[src/rtl/vc_consts.svh]
`ifndef VC_CONSTS_SVH
`define VC_CONSTS_SVH

// sizes shared by the victim cache and its packages.

// line address width.
// 32-bit byte address with 32-byte lines leaves 27 bits.
`define VC_TAG_BITS 27

// one full line of data, 32 bytes.
`define VC_LINE_BITS 256

// number of ways. the way logic is written for exactly four.
`define VC_WAYS 4

`endif

[src/rtl/vc_line_pkg.sv]
`default_nettype none
`include "vc_consts.svh"

// data-carrying types for the l1 port, the memory port and the way store.
package vc_line_pkg;

	// one stored or transferred line.
	typedef struct packed
	{
		logic [`VC_TAG_BITS-1:0] tag;   // line address.
		logic [`VC_LINE_BITS-1:0] data; // line payload.
	} vc_line_t;

	// request from the l1 on a miss, carrying the line it is evicting.
	typedef struct packed
	{
		logic [`VC_TAG_BITS-1:0] miss_tag;   // line the l1 wants.
		logic evict_valid;                   // low when the l1 has nothing to evict.
		logic evict_dirty;                   // evicted line differs from memory.
		logic [`VC_TAG_BITS-1:0] evict_tag;  // address of the evicted line.
		logic [`VC_LINE_BITS-1:0] evict_data;
	} vc_req_t;

	// line returned to the l1.
	typedef struct packed
	{
		logic [`VC_LINE_BITS-1:0] data;
	} vc_resp_t;

	// memory transaction, a writeback or a fetch.
	typedef struct packed
	{
		logic write;                    // 1 for writeback, 0 for fetch.
		logic [`VC_TAG_BITS-1:0] tag;
		logic [`VC_LINE_BITS-1:0] data; // unused on a fetch.
	} mem_req_t;

	// read data from memory.
	typedef struct packed
	{
		logic [`VC_LINE_BITS-1:0] data;
	} mem_resp_t;

endpackage : vc_line_pkg

`default_nettype wire

[src/rtl/vc_ctrl_pkg.sv]
`default_nettype none
`include "vc_consts.svh"

// control types for the sequencer and the way logic.
package vc_ctrl_pkg;

	// controller states.
	typedef enum logic [2:0]
	{
		IDLE,      // waiting for an l1 request.
		LOOKUP,    // tag compare and victim choice.
		WRITEBACK, // dirty victim goes out to memory.
		FETCH,     // missing line comes in from memory.
		UPDATE,    // evicted line written into its way.
		RESPOND    // ack held until the l1 drops req.
	} vc_state_t;

	// way index.
	typedef logic [$clog2(`VC_WAYS)-1:0] vc_way_t;

	// one bit per way, one-hot or zero where it selects.
	typedef logic [`VC_WAYS-1:0] vc_way_mask_t;

endpackage : vc_ctrl_pkg

`default_nettype wire

[src/rtl/victim_cache_tag_match.sv]
`timescale 1ns/10ps
`default_nettype none
`include "vc_consts.svh"

// parallel tag compare over all ways.
module victim_cache_tag_match
(
	input logic [`VC_WAYS-1:0][`VC_TAG_BITS-1:0] tags, // stored tag per way.
	input vc_ctrl_pkg::vc_way_mask_t valid,           // way holds a line.
	input logic [`VC_TAG_BITS-1:0] miss_tag,          // tag the l1 asks for.
	output vc_ctrl_pkg::vc_way_mask_t hit_way         // one bit per matching way.
);

	vc_ctrl_pkg::vc_way_mask_t tag_eq; // raw compare, before valid gating.

	always_comb
	begin
		for (int i = 0; i < `VC_WAYS; i++)
		begin
			tag_eq[i] = (tags[i] == miss_tag);
		end
	end

	// an invalid way never hits, whatever its stale tag says.
	assign hit_way = tag_eq & valid;

	// a tag lives in at most one way.
	// this holds only if the swap path never stores a tag that is already
	// resident, which is the l1's side of the contract.
	hit_way_onehot0 : assert final ($onehot0(hit_way))
	else
		$error("tag_match: tag found in more than one way (%b).", hit_way);

endmodule : victim_cache_tag_match

`default_nettype wire

[src/rtl/victim_cache_plru.sv]
`timescale 1ns/10ps
`default_nettype none

// three-bit tree pseudo-lru.
// bit 0 picks the half, bit 1 the way in 0-1, bit 2 the way in 2-3.
module victim_cache_plru
(
	input logic clk,
	input logic rst_n,
	input logic touch,                     // a way was loaded this cycle.
	input vc_ctrl_pkg::vc_way_t new_access, // way that was loaded.
	input vc_ctrl_pkg::vc_way_mask_t valid,
	output vc_ctrl_pkg::vc_way_t lru        // way to replace next.
);

	logic [2:0] tree;             // zero means way 0 is next.
	vc_ctrl_pkg::vc_way_t tree_way; // replacement way from the tree alone.

	always_ff @(posedge clk or negedge rst_n)
	begin
		if (!rst_n)
		begin
			tree <= 3'b000;
		end
		else if (touch)
		begin
			// point every bit on the accessed path away from it.
			if (!new_access[1])
			begin
				tree[0] <= 1'b1;           // upper half is next.
				tree[1] <= ~new_access[0]; // the sibling in 0-1.
			end
			else
			begin
				tree[0] <= 1'b0;           // lower half is next.
				tree[2] <= ~new_access[0]; // the sibling in 2-3.
			end
		end
	end

	assign tree_way = tree[0] ? {1'b1, tree[2]} : {1'b0, tree[1]};

	// empty ways fill first, lowest index first.
	always_comb
	begin
		if (!valid[0])
			lru = 2'd0;
		else if (!valid[1])
			lru = 2'd1;
		else if (!valid[2])
			lru = 2'd2;
		else if (!valid[3])
			lru = 2'd3;
		else
			lru = tree_way;
	end

	// with all ways full, the way just used is never the next victim.
	plru_not_mru : assert property (@(posedge clk) disable iff (!rst_n)
		touch && (&valid) |=> lru != $past(new_access))
	else
		$error("plru: just-accessed way %0d named as victim.", lru);

endmodule : victim_cache_plru

`default_nettype wire

[src/rtl/victim_cache_victim_update_logic.sv]
`timescale 1ns/10ps
`default_nettype none

// picks the way to load and the way to mark as newly accessed.
// a hit loads its own way, a miss loads the lru way.
module victim_cache_victim_update_logic
(
	input logic update_victim, // high for one cycle in UPDATE.
	input logic [3:0] hit_way, // registered hit mask, zero on a miss.
	input logic [1:0] lru,     // replacement way on a miss.
	output logic [1:0] new_access,
	output logic load0,
	output logic load1,
	output logic load2,
	output logic load3
);

	always_comb
	begin
		// nothing moves outside an update.
		new_access = 2'b00;
		load0 = 1'b0;
		load1 = 1'b0;
		load2 = 1'b0;
		load3 = 1'b0;

		if (update_victim)
		begin
			case (hit_way)
				4'b0000: new_access = lru;   // a miss takes the victim way.
				4'b0001: new_access = 2'b00;
				4'b0010: new_access = 2'b01;
				4'b0100: new_access = 2'b10;
				default: new_access = 2'b11; // way 3.
			endcase

			// decode the chosen way into the load strobes.
			load0 = (new_access == 2'b00);
			load1 = (new_access == 2'b01);
			load2 = (new_access == 2'b10);
			load3 = (new_access == 2'b11);
		end
	end

	// a hit reloads the way that hit and no other.
	load_follows_hit : assert final (!update_victim || hit_way == 4'b0000 ||
		{load3, load2, load1, load0} == hit_way)
	else
		$error("update_logic: load strobes %b do not match hit mask %b.",
			{load3, load2, load1, load0}, hit_way);

endmodule : victim_cache_victim_update_logic

`default_nettype wire

[src/rtl/victim_cache_ways.sv]
`timescale 1ns/10ps
`default_nettype none
`include "vc_consts.svh"

// line store for the four ways plus valid and dirty bits.
module victim_cache_ways
(
	input logic clk,
	input logic rst_n,
	input vc_ctrl_pkg::vc_way_mask_t load,     // one-hot write strobe.
	input vc_line_pkg::vc_line_t fill_line,    // line to write.
	input logic fill_dirty,                    // dirty bit of that line.
	output vc_line_pkg::vc_line_t [`VC_WAYS-1:0] lines,
	output vc_ctrl_pkg::vc_way_mask_t valid,
	output vc_ctrl_pkg::vc_way_mask_t dirty
);

	// status bits, cleared so that every way starts empty.
	always_ff @(posedge clk or negedge rst_n)
	begin
		if (!rst_n)
		begin
			valid <= '0;
			dirty <= '0;
		end
		else
		begin
			for (int i = 0; i < `VC_WAYS; i++)
			begin
				if (load[i])
				begin
					valid[i] <= 1'b1;       // a loaded way always holds a line.
					dirty[i] <= fill_dirty; // dirtiness travels with the line.
				end
			end
		end
	end

	// tag and data, only meaningful while valid.
	always_ff @(posedge clk)
	begin
		for (int i = 0; i < `VC_WAYS; i++)
		begin
			if (load[i])
			begin
				lines[i] <= fill_line;
			end
		end
	end

	// a fill never lands in two ways at once.
	load_onehot0 : assert property (@(posedge clk) disable iff (!rst_n)
		$onehot0(load))
	else
		$error("ways: load mask %b is not one-hot.", load);

endmodule : victim_cache_ways

`default_nettype wire

[src/rtl/victim_cache_control.sv]
`timescale 1ns/10ps
`default_nettype none
`include "vc_consts.svh"

// sequencer for lookup, writeback, fetch, update and respond.
module victim_cache_control
(
	input logic clk,
	input logic rst_n,
	input logic req,                            // l1 request level.
	input vc_line_pkg::vc_req_t req_data,       // held stable by the l1 until ack.
	output logic ack,
	output vc_line_pkg::vc_resp_t resp,
	output logic mem_req,
	output vc_line_pkg::mem_req_t mem_req_data,
	input logic mem_ack,
	input vc_line_pkg::mem_resp_t mem_resp,
	input vc_ctrl_pkg::vc_way_mask_t hit_way,   // live compare result.
	input vc_ctrl_pkg::vc_way_t lru,            // victim on a miss.
	input vc_line_pkg::vc_line_t [`VC_WAYS-1:0] lines,
	input vc_ctrl_pkg::vc_way_mask_t dirty,
	input vc_ctrl_pkg::vc_way_mask_t valid,
	output vc_ctrl_pkg::vc_way_mask_t hit_way_q, // hit mask held for UPDATE.
	output logic update_victim
);

	vc_ctrl_pkg::vc_state_t state;
	logic lookup_hit;                         // some way matched.
	logic victim_dirty;                       // victim must go to memory first.
	logic [`VC_LINE_BITS-1:0] hit_data;       // data of the matching way.
	vc_line_pkg::mem_req_t wb_req;            // writeback of the victim.
	vc_line_pkg::mem_req_t fetch_req;         // read of the missing line.

	assign lookup_hit = |hit_way;

	// the victim is only replaced when the l1 has a line to put there.
	assign victim_dirty = req_data.evict_valid && valid[lru] && dirty[lru];

	// or-mux, hit_way is one-hot or zero.
	always_comb
	begin
		hit_data = '0;
		for (int i = 0; i < `VC_WAYS; i++)
		begin
			if (hit_way[i])
			begin
				hit_data = hit_data | lines[i].data;
			end
		end
	end

	assign wb_req = '{write: 1'b1, tag: lines[lru].tag, data: lines[lru].data};
	assign fetch_req = '{write: 1'b0, tag: req_data.miss_tag, data: '0};

	// ways load only in UPDATE, and only with a real evicted line.
	assign update_victim = (state == vc_ctrl_pkg::UPDATE) && req_data.evict_valid;

	always_ff @(posedge clk or negedge rst_n)
	begin
		if (!rst_n)
		begin
			state <= vc_ctrl_pkg::IDLE;
			ack <= 1'b0;
			mem_req <= 1'b0;
			hit_way_q <= '0;
		end
		else
		begin
			case (state)
				vc_ctrl_pkg::IDLE:
				begin
					if (req)
						state <= vc_ctrl_pkg::LOOKUP;
				end
				vc_ctrl_pkg::LOOKUP:
				begin
					hit_way_q <= hit_way; // zero on a miss, update logic uses lru then.
					if (lookup_hit)
						state <= vc_ctrl_pkg::UPDATE;
					else
					begin
						// writeback first when the victim is dirty.
						state <= victim_dirty ? vc_ctrl_pkg::WRITEBACK : vc_ctrl_pkg::FETCH;
						mem_req <= 1'b1;
					end
				end
				vc_ctrl_pkg::WRITEBACK:
				begin
					if (mem_req && mem_ack)
						mem_req <= 1'b0; // memory took the line.
					else if (!mem_req && !mem_ack)
					begin
						state <= vc_ctrl_pkg::FETCH; // handshake closed, start the read.
						mem_req <= 1'b1;
					end
				end
				vc_ctrl_pkg::FETCH:
				begin
					if (mem_req && mem_ack)
						mem_req <= 1'b0; // read data captured below.
					else if (!mem_req && !mem_ack)
						state <= vc_ctrl_pkg::UPDATE;
				end
				vc_ctrl_pkg::UPDATE:
				begin
					state <= vc_ctrl_pkg::RESPOND;
					ack <= 1'b1; // resp is already latched.
				end
				vc_ctrl_pkg::RESPOND:
				begin
					// no new request until the l1 lets go.
					if (!req)
					begin
						ack <= 1'b0;
						state <= vc_ctrl_pkg::IDLE;
					end
				end
				default: state <= vc_ctrl_pkg::IDLE;
			endcase
		end
	end

	// response and memory payload.
	// resp is taken in LOOKUP, before UPDATE overwrites the hit way.
	always_ff @(posedge clk)
	begin
		if (state == vc_ctrl_pkg::LOOKUP)
		begin
			if (lookup_hit)
				resp.data <= hit_data;
			mem_req_data <= victim_dirty ? wb_req : fetch_req;
		end
		else if (state == vc_ctrl_pkg::WRITEBACK && !mem_req && !mem_ack)
			mem_req_data <= fetch_req; // victim is out, switch to the read.
		else if (state == vc_ctrl_pkg::FETCH && mem_req && mem_ack)
			resp.data <= mem_resp.data;
	end

	// memory sees one payload for the whole request phase.
	mem_req_stable : assert property (@(posedge clk) disable iff (!rst_n)
		mem_req && $past(mem_req) |-> $stable(mem_req_data))
	else
		$error("control: mem_req_data changed while mem_req was high.");

	// ack answers a live request, never a withdrawn one.
	ack_after_req : assert property (@(posedge clk) disable iff (!rst_n)
		$rose(ack) |-> $past(req))
	else
		$error("control: ack rose without a pending req.");

endmodule : victim_cache_control

`default_nettype wire

[src/rtl/victim_cache.sv]
`timescale 1ns/10ps
`default_nettype none
`include "vc_consts.svh"

// four-way victim cache between an l1 and memory, top level.
module victim_cache
(
	input logic clk,
	input logic rst_n,
	input logic req,
	input vc_line_pkg::vc_req_t req_data,
	output logic ack,
	output vc_line_pkg::vc_resp_t resp,
	output logic mem_req,
	output vc_line_pkg::mem_req_t mem_req_data,
	input logic mem_ack,
	input vc_line_pkg::mem_resp_t mem_resp
);

	vc_line_pkg::vc_line_t [`VC_WAYS-1:0] way_lines;
	logic [`VC_WAYS-1:0][`VC_TAG_BITS-1:0] way_tags;
	vc_ctrl_pkg::vc_way_mask_t way_valid;
	vc_ctrl_pkg::vc_way_mask_t way_dirty;
	vc_ctrl_pkg::vc_way_mask_t hit_way;   // live match.
	vc_ctrl_pkg::vc_way_mask_t hit_way_q; // match held from LOOKUP.
	vc_ctrl_pkg::vc_way_t lru;
	logic update_victim;
	logic [1:0] new_access;
	logic load0;
	logic load1;
	logic load2;
	logic load3;
	vc_ctrl_pkg::vc_way_mask_t load_mask;
	vc_line_pkg::vc_line_t fill_line;

	// tag slice of each way for the compare.
	always_comb
	begin
		for (int i = 0; i < `VC_WAYS; i++)
		begin
			way_tags[i] = way_lines[i].tag;
		end
	end

	assign load_mask = {load3, load2, load1, load0};
	// the evicted line goes in on a hit and on a miss alike.
	assign fill_line = '{tag: req_data.evict_tag, data: req_data.evict_data};

	victim_cache_control control_inst
	(
		.clk(clk), .rst_n(rst_n),
		.req(req), .req_data(req_data), .ack(ack), .resp(resp),
		.mem_req(mem_req), .mem_req_data(mem_req_data),
		.mem_ack(mem_ack), .mem_resp(mem_resp),
		.hit_way(hit_way), .lru(lru), .lines(way_lines),
		.dirty(way_dirty), .valid(way_valid),
		.hit_way_q(hit_way_q), .update_victim(update_victim)
	);

	victim_cache_tag_match tag_match_inst
	(
		.tags(way_tags), .valid(way_valid), .miss_tag(req_data.miss_tag), .hit_way(hit_way)
	);

	victim_cache_plru plru_inst
	(
		.clk(clk), .rst_n(rst_n),
		.touch(|load_mask), // any load counts as an access.
		.new_access(new_access), .valid(way_valid), .lru(lru)
	);

	victim_cache_victim_update_logic update_logic_inst
	(
		.update_victim(update_victim), .hit_way(hit_way_q), .lru(lru),
		.new_access(new_access),
		.load0(load0), .load1(load1), .load2(load2), .load3(load3)
	);

	victim_cache_ways ways_inst
	(
		.clk(clk), .rst_n(rst_n),
		.load(load_mask), .fill_line(fill_line), .fill_dirty(req_data.evict_dirty),
		.lines(way_lines), .valid(way_valid), .dirty(way_dirty)
	);

endmodule : victim_cache

`default_nettype wire

[config.mk]
export PLATFORM = sky130hd
export DESIGN_NAME = victim_cache
export DESIGN_NICKNAME = d
export VERILOG_FILES = /design/src/rtl/vc_line_pkg.sv /design/src/rtl/vc_ctrl_pkg.sv /design/src/rtl/victim_cache_tag_match.sv /design/src/rtl/victim_cache_plru.sv /design/src/rtl/victim_cache_victim_update_logic.sv /design/src/rtl/victim_cache_ways.sv /design/src/rtl/victim_cache_control.sv /design/src/rtl/victim_cache.sv
export VERILOG_INCLUDE_DIRS = /design/src /design/src/rtl
export SDC_FILE = /design/constraint.sdc
export NUM_CORES = 2
export LEC_CHECK = 0
export BUFFER_PORTS_ARGS = -buffer_cell sky130_fd_sc_hd__buf_2
export CAP_MARGIN = 40
export CORE_AREA = 2 2 432 434
export DETAILED_ROUTE_END_ITERATION = 6
export DIE_AREA = 0 0 434 436
export PLACE_DENSITY = 0.62
export SLEW_MARGIN = 30
export SYNTH_ARGS = -nofsm -noshare
export SYNTH_HDL_FRONTEND = slang
export SYNTH_HIERARCHICAL = 1
export SYNTH_SLANG_ARGS = --single-unit
[constraint.sdc]
create_clock -name clk -period 27.6 [get_ports clk]
set_input_delay 1.38 -clock clk [delete_from_list [all_inputs] [get_ports clk]]
set_output_delay 1.38 -clock clk [all_outputs]
set_load 0.02 [all_outputs]
==> flow_summary.toml <==
[cells_and_area]
final_area_mm2 = 0.0830
fin_nets = 5474
fin_util_pct = 44.9
drive_above_1_share_pct = 35.3
layout_common_cells = "edfxtp_1 (1672), buf_2 (1113), a22oi_1 (512)"
layout_commonest_cell = "edfxtp_1"
syn_to_final_growth_pct = 21.0

[logic_synthesis]
ys_seq_area_share_pct = 74.0
synth_edf_count = 1672
synth_fp_nets = 4384
synth_cells = 3810
yosys_register_bits = 1692
synth_ff_type = "edfxtp_1"
synth.avg_cell_area_um2 = 18.0
syn_area_mm2 = 0.0686
ys_warn_count = 6
async_reset_ff_share_pct = 1.18
yosysUniqueCellTypes = 43

[die]
die_area_mm2 = 0.189
ioPinCount = 1114
die_width_um = 434
start_util_pct = 37.1
rows = 158
design.core.area_mm2 = 0.185
die_y_um = 436

[global_route]
grt-ovfl-total = 0
grt.total_usage_pct = 23.8
grt_pass1_vias = 43100
antenna_found_initial = 118
grt_pass1_wl_um = 322000
grt_max_degree = 154

[setup_path]
crit_path_end_kind = "flop"
start_kind = "primary input"
crit_type = "in -> reg"
cp_data_required_time_ps = 28010
cp_data_arrival_time_ps = 5570
crit_fanout = 108

[clocking]
cts_sinks = 1692
cts_buffers = 179
cts_buffer_depth = 3
post_cts_resized = 0
holdBufCountCts = 0
path_clk_slew_ps = 60
ctsHtreeMaxLevel = 4
tritoncts = "built"
post_cts_buffers = 0
insertion_delay_ps = 830
root_buffer = "clkbuf_16"

[timing]
min_period_over_period_pct = 18.7
setup_tns_ps = 0
period_needed_ps = 5160
fmax_mhz = 194
hold_viol = 0
finClkSkew_ps = 56.3
rsz0062_at_grt = "false"
tightest_slew_ps = 1170
maxSlewViolCount = 0
relSlewSlack_pct = 21.7
setup_viol = 0

[power_and_ir_drop]
switching_share_pct = 31.4
leakagePower_nw = 27.1
peakVddDrop_v = 0.0000766
cellPowerDensity_mw_per_mm2 = 91.7
intPower_mw = 5.22
power_frac_comb_pct = 25.3
switching_power_mw = 2.39
p_clk_share_pct = 30.2
power_frac_seq_pct = 44.5

[place]
dpl_cell_area_mm2 = 0.0771
port_buffers = 1113
gp_congestion = 0.939
place_hpwl_um = 152000

[drt]
first_iter_violations = 4290
route.detailed.drc = 0
vias = 43200
final_antenna_net_count = 0
wl_um = 231000
dr.pass1.iters = 6
wire_per_inst_um = 30.4
vias_per_cell = 5.68

[hold_path]
min_path_type = "reg -> reg"

[job]
max_cap_violations = 0

[run_status]
run_status = "finished clean"
area by class of cell:
cell class | instances | area (um2)
fill | 16200 | 102000
sequential | 1692 | 50700
multi-input combinational | 1812 | 16600
timing repair buffer | 1207 | 6770
clock buffer | 240 | 4800
tap | 2480 | 3100
clock inverter | 81 | 733
antenna | 83 | 208
inverter | 8 | 30.0
through the flow:
stage / power (mW) / setup slack, ps / instances / hold WS [ps]
6_report: 7.61 / 22440 / 7603 / 500
5_1_grt: 7.88 / 22430 / 7578 / 491
4_1_cts: 7.68 / 22580 / 7515 / 449
3_5_place_dp: 5.37 / 21700 / 7194 / 484
3_3_place_gp: 5.34 / 21630 / 7178 / 471
2_1_floorplan: 4.73 / 11400 / 3810 / 459
synth_stat cells, types with 3 or more instances:
| master | n | share of area [%] |
|---|---|---|
| edfxtp_1 | 1672 | 73 |
| a22oi_1 | 512 | 5.6 |
| mux4_2 | 284 | 9.3 |
| nor2_1 | 267 | 1.5 |
| nor2b_1 | 260 | 2.4 |
| a31oi_1 | 259 | 2.4 |
| clkbuf_1 | 204 | 1.1 |
| xnor2_1 | 103 | 1.3 |
| buf_2 | 65 | 0.47 |
| mux2_2 | 29 | 0.48 |
| nand4_1 | 28 | 0.26 |
| dfrtp_1 | 20 | 0.73 |
| buf_6 | 16 | 0.26 |
| buf_1 | 8 | 0.044 |
| inv_1 | 8 | 0.044 |
| nand2_1 | 7 | 0.038 |
| a21oi_1 | 6 | 0.044 |
| o21ai_0 | 6 | 0.044 |
| xnor2_2 | 6 | 0.14 |
| clkbuf_2 | 5 | 0.036 |
| or4_1 | 5 | 0.055 |
| mux2_4 | 4 | 0.088 |
| nand2b_1 | 4 | 0.036 |
| nor4_2 | 4 | 0.073 |
| or2_2 | 4 | 0.036 |
| mux2_1 | 3 | 0.049 |
worst paths after layout:
| check | start | slack (ps) | cells past startpoint | end |
|---|---|---|---|---|
| min | ways_inst/dirty[0] | 500 | 1 | ways_inst/dirty[0] |
| max reg2reg | ways_inst/lines[841] | 22690 | 11 | control_inst/resp[142] |
| max in group asynchronous | rst_n | 26750 | 1 | ways_inst/dirty[1] |
| min in group asynchronous | rst_n | 520 | 1 | control_inst/mem_req |
| min reg2reg | ways_inst/dirty[0] | 500 | 1 | ways_inst/dirty[0] |
| max | req_data[304] | 22440 | 12 | control_inst/resp[142] |
critical path, stage by stage:
cell and delay (ps):
buf_2 160, xnor2_1 350, nand4_1 180, or4_1 580
nor4_4 230, buf_12 540, nor4_1 190, nor2_1 200
a31oi_1 100, nor2_4 120, buf_4 580, buf_4 780
state kept, by name (all words and copies together), names as in the netlist:
register and cells:
control_inst/ack 1, control_inst/hit_way_q 4, control_inst/mem_req 1, control_inst/mem_req_data 284, control_inst/resp 256, control_inst/state 3, plru_inst/tree 3, ways_inst/dirty 4
ways_inst/lines 1132, ways_inst/valid 4
power by group through the flow:
stage	sequential [mW]	clock [mW]	combinational, mW
finish	3.38	2.30	1.93
floorplan	3.84	0	0.891
global route	3.40	2.44	2.04
global placement	3.44	0	1.91
detailed placement	3.43	0	1.94
CTS	3.38	2.35	1.95
kinds of logic after synthesis:
family	Yosys count	share of synthesized area (%)
adder cells (fa/ha/maj)	2	0.0365
flip-flops	1692	74.0
multiplexers	322	9.97
XOR/XNOR	109	1.46
buffers and inverters	306	1.98
AO/OA/AOI/OAI	791	8.15
AND/OR/NAND/NOR	588	4.44
routing by layer:
metal  vias up  GRT usage, %  wire length [um]
met5         -             0               190
met4        30          13.9             13100
met3       515          6.00             20000
met2      2386          38.8            114000
met1     22400          28.5             83600
li1      17900             -                 -
No activity file was read; power rests on OpenSTA's default activity.
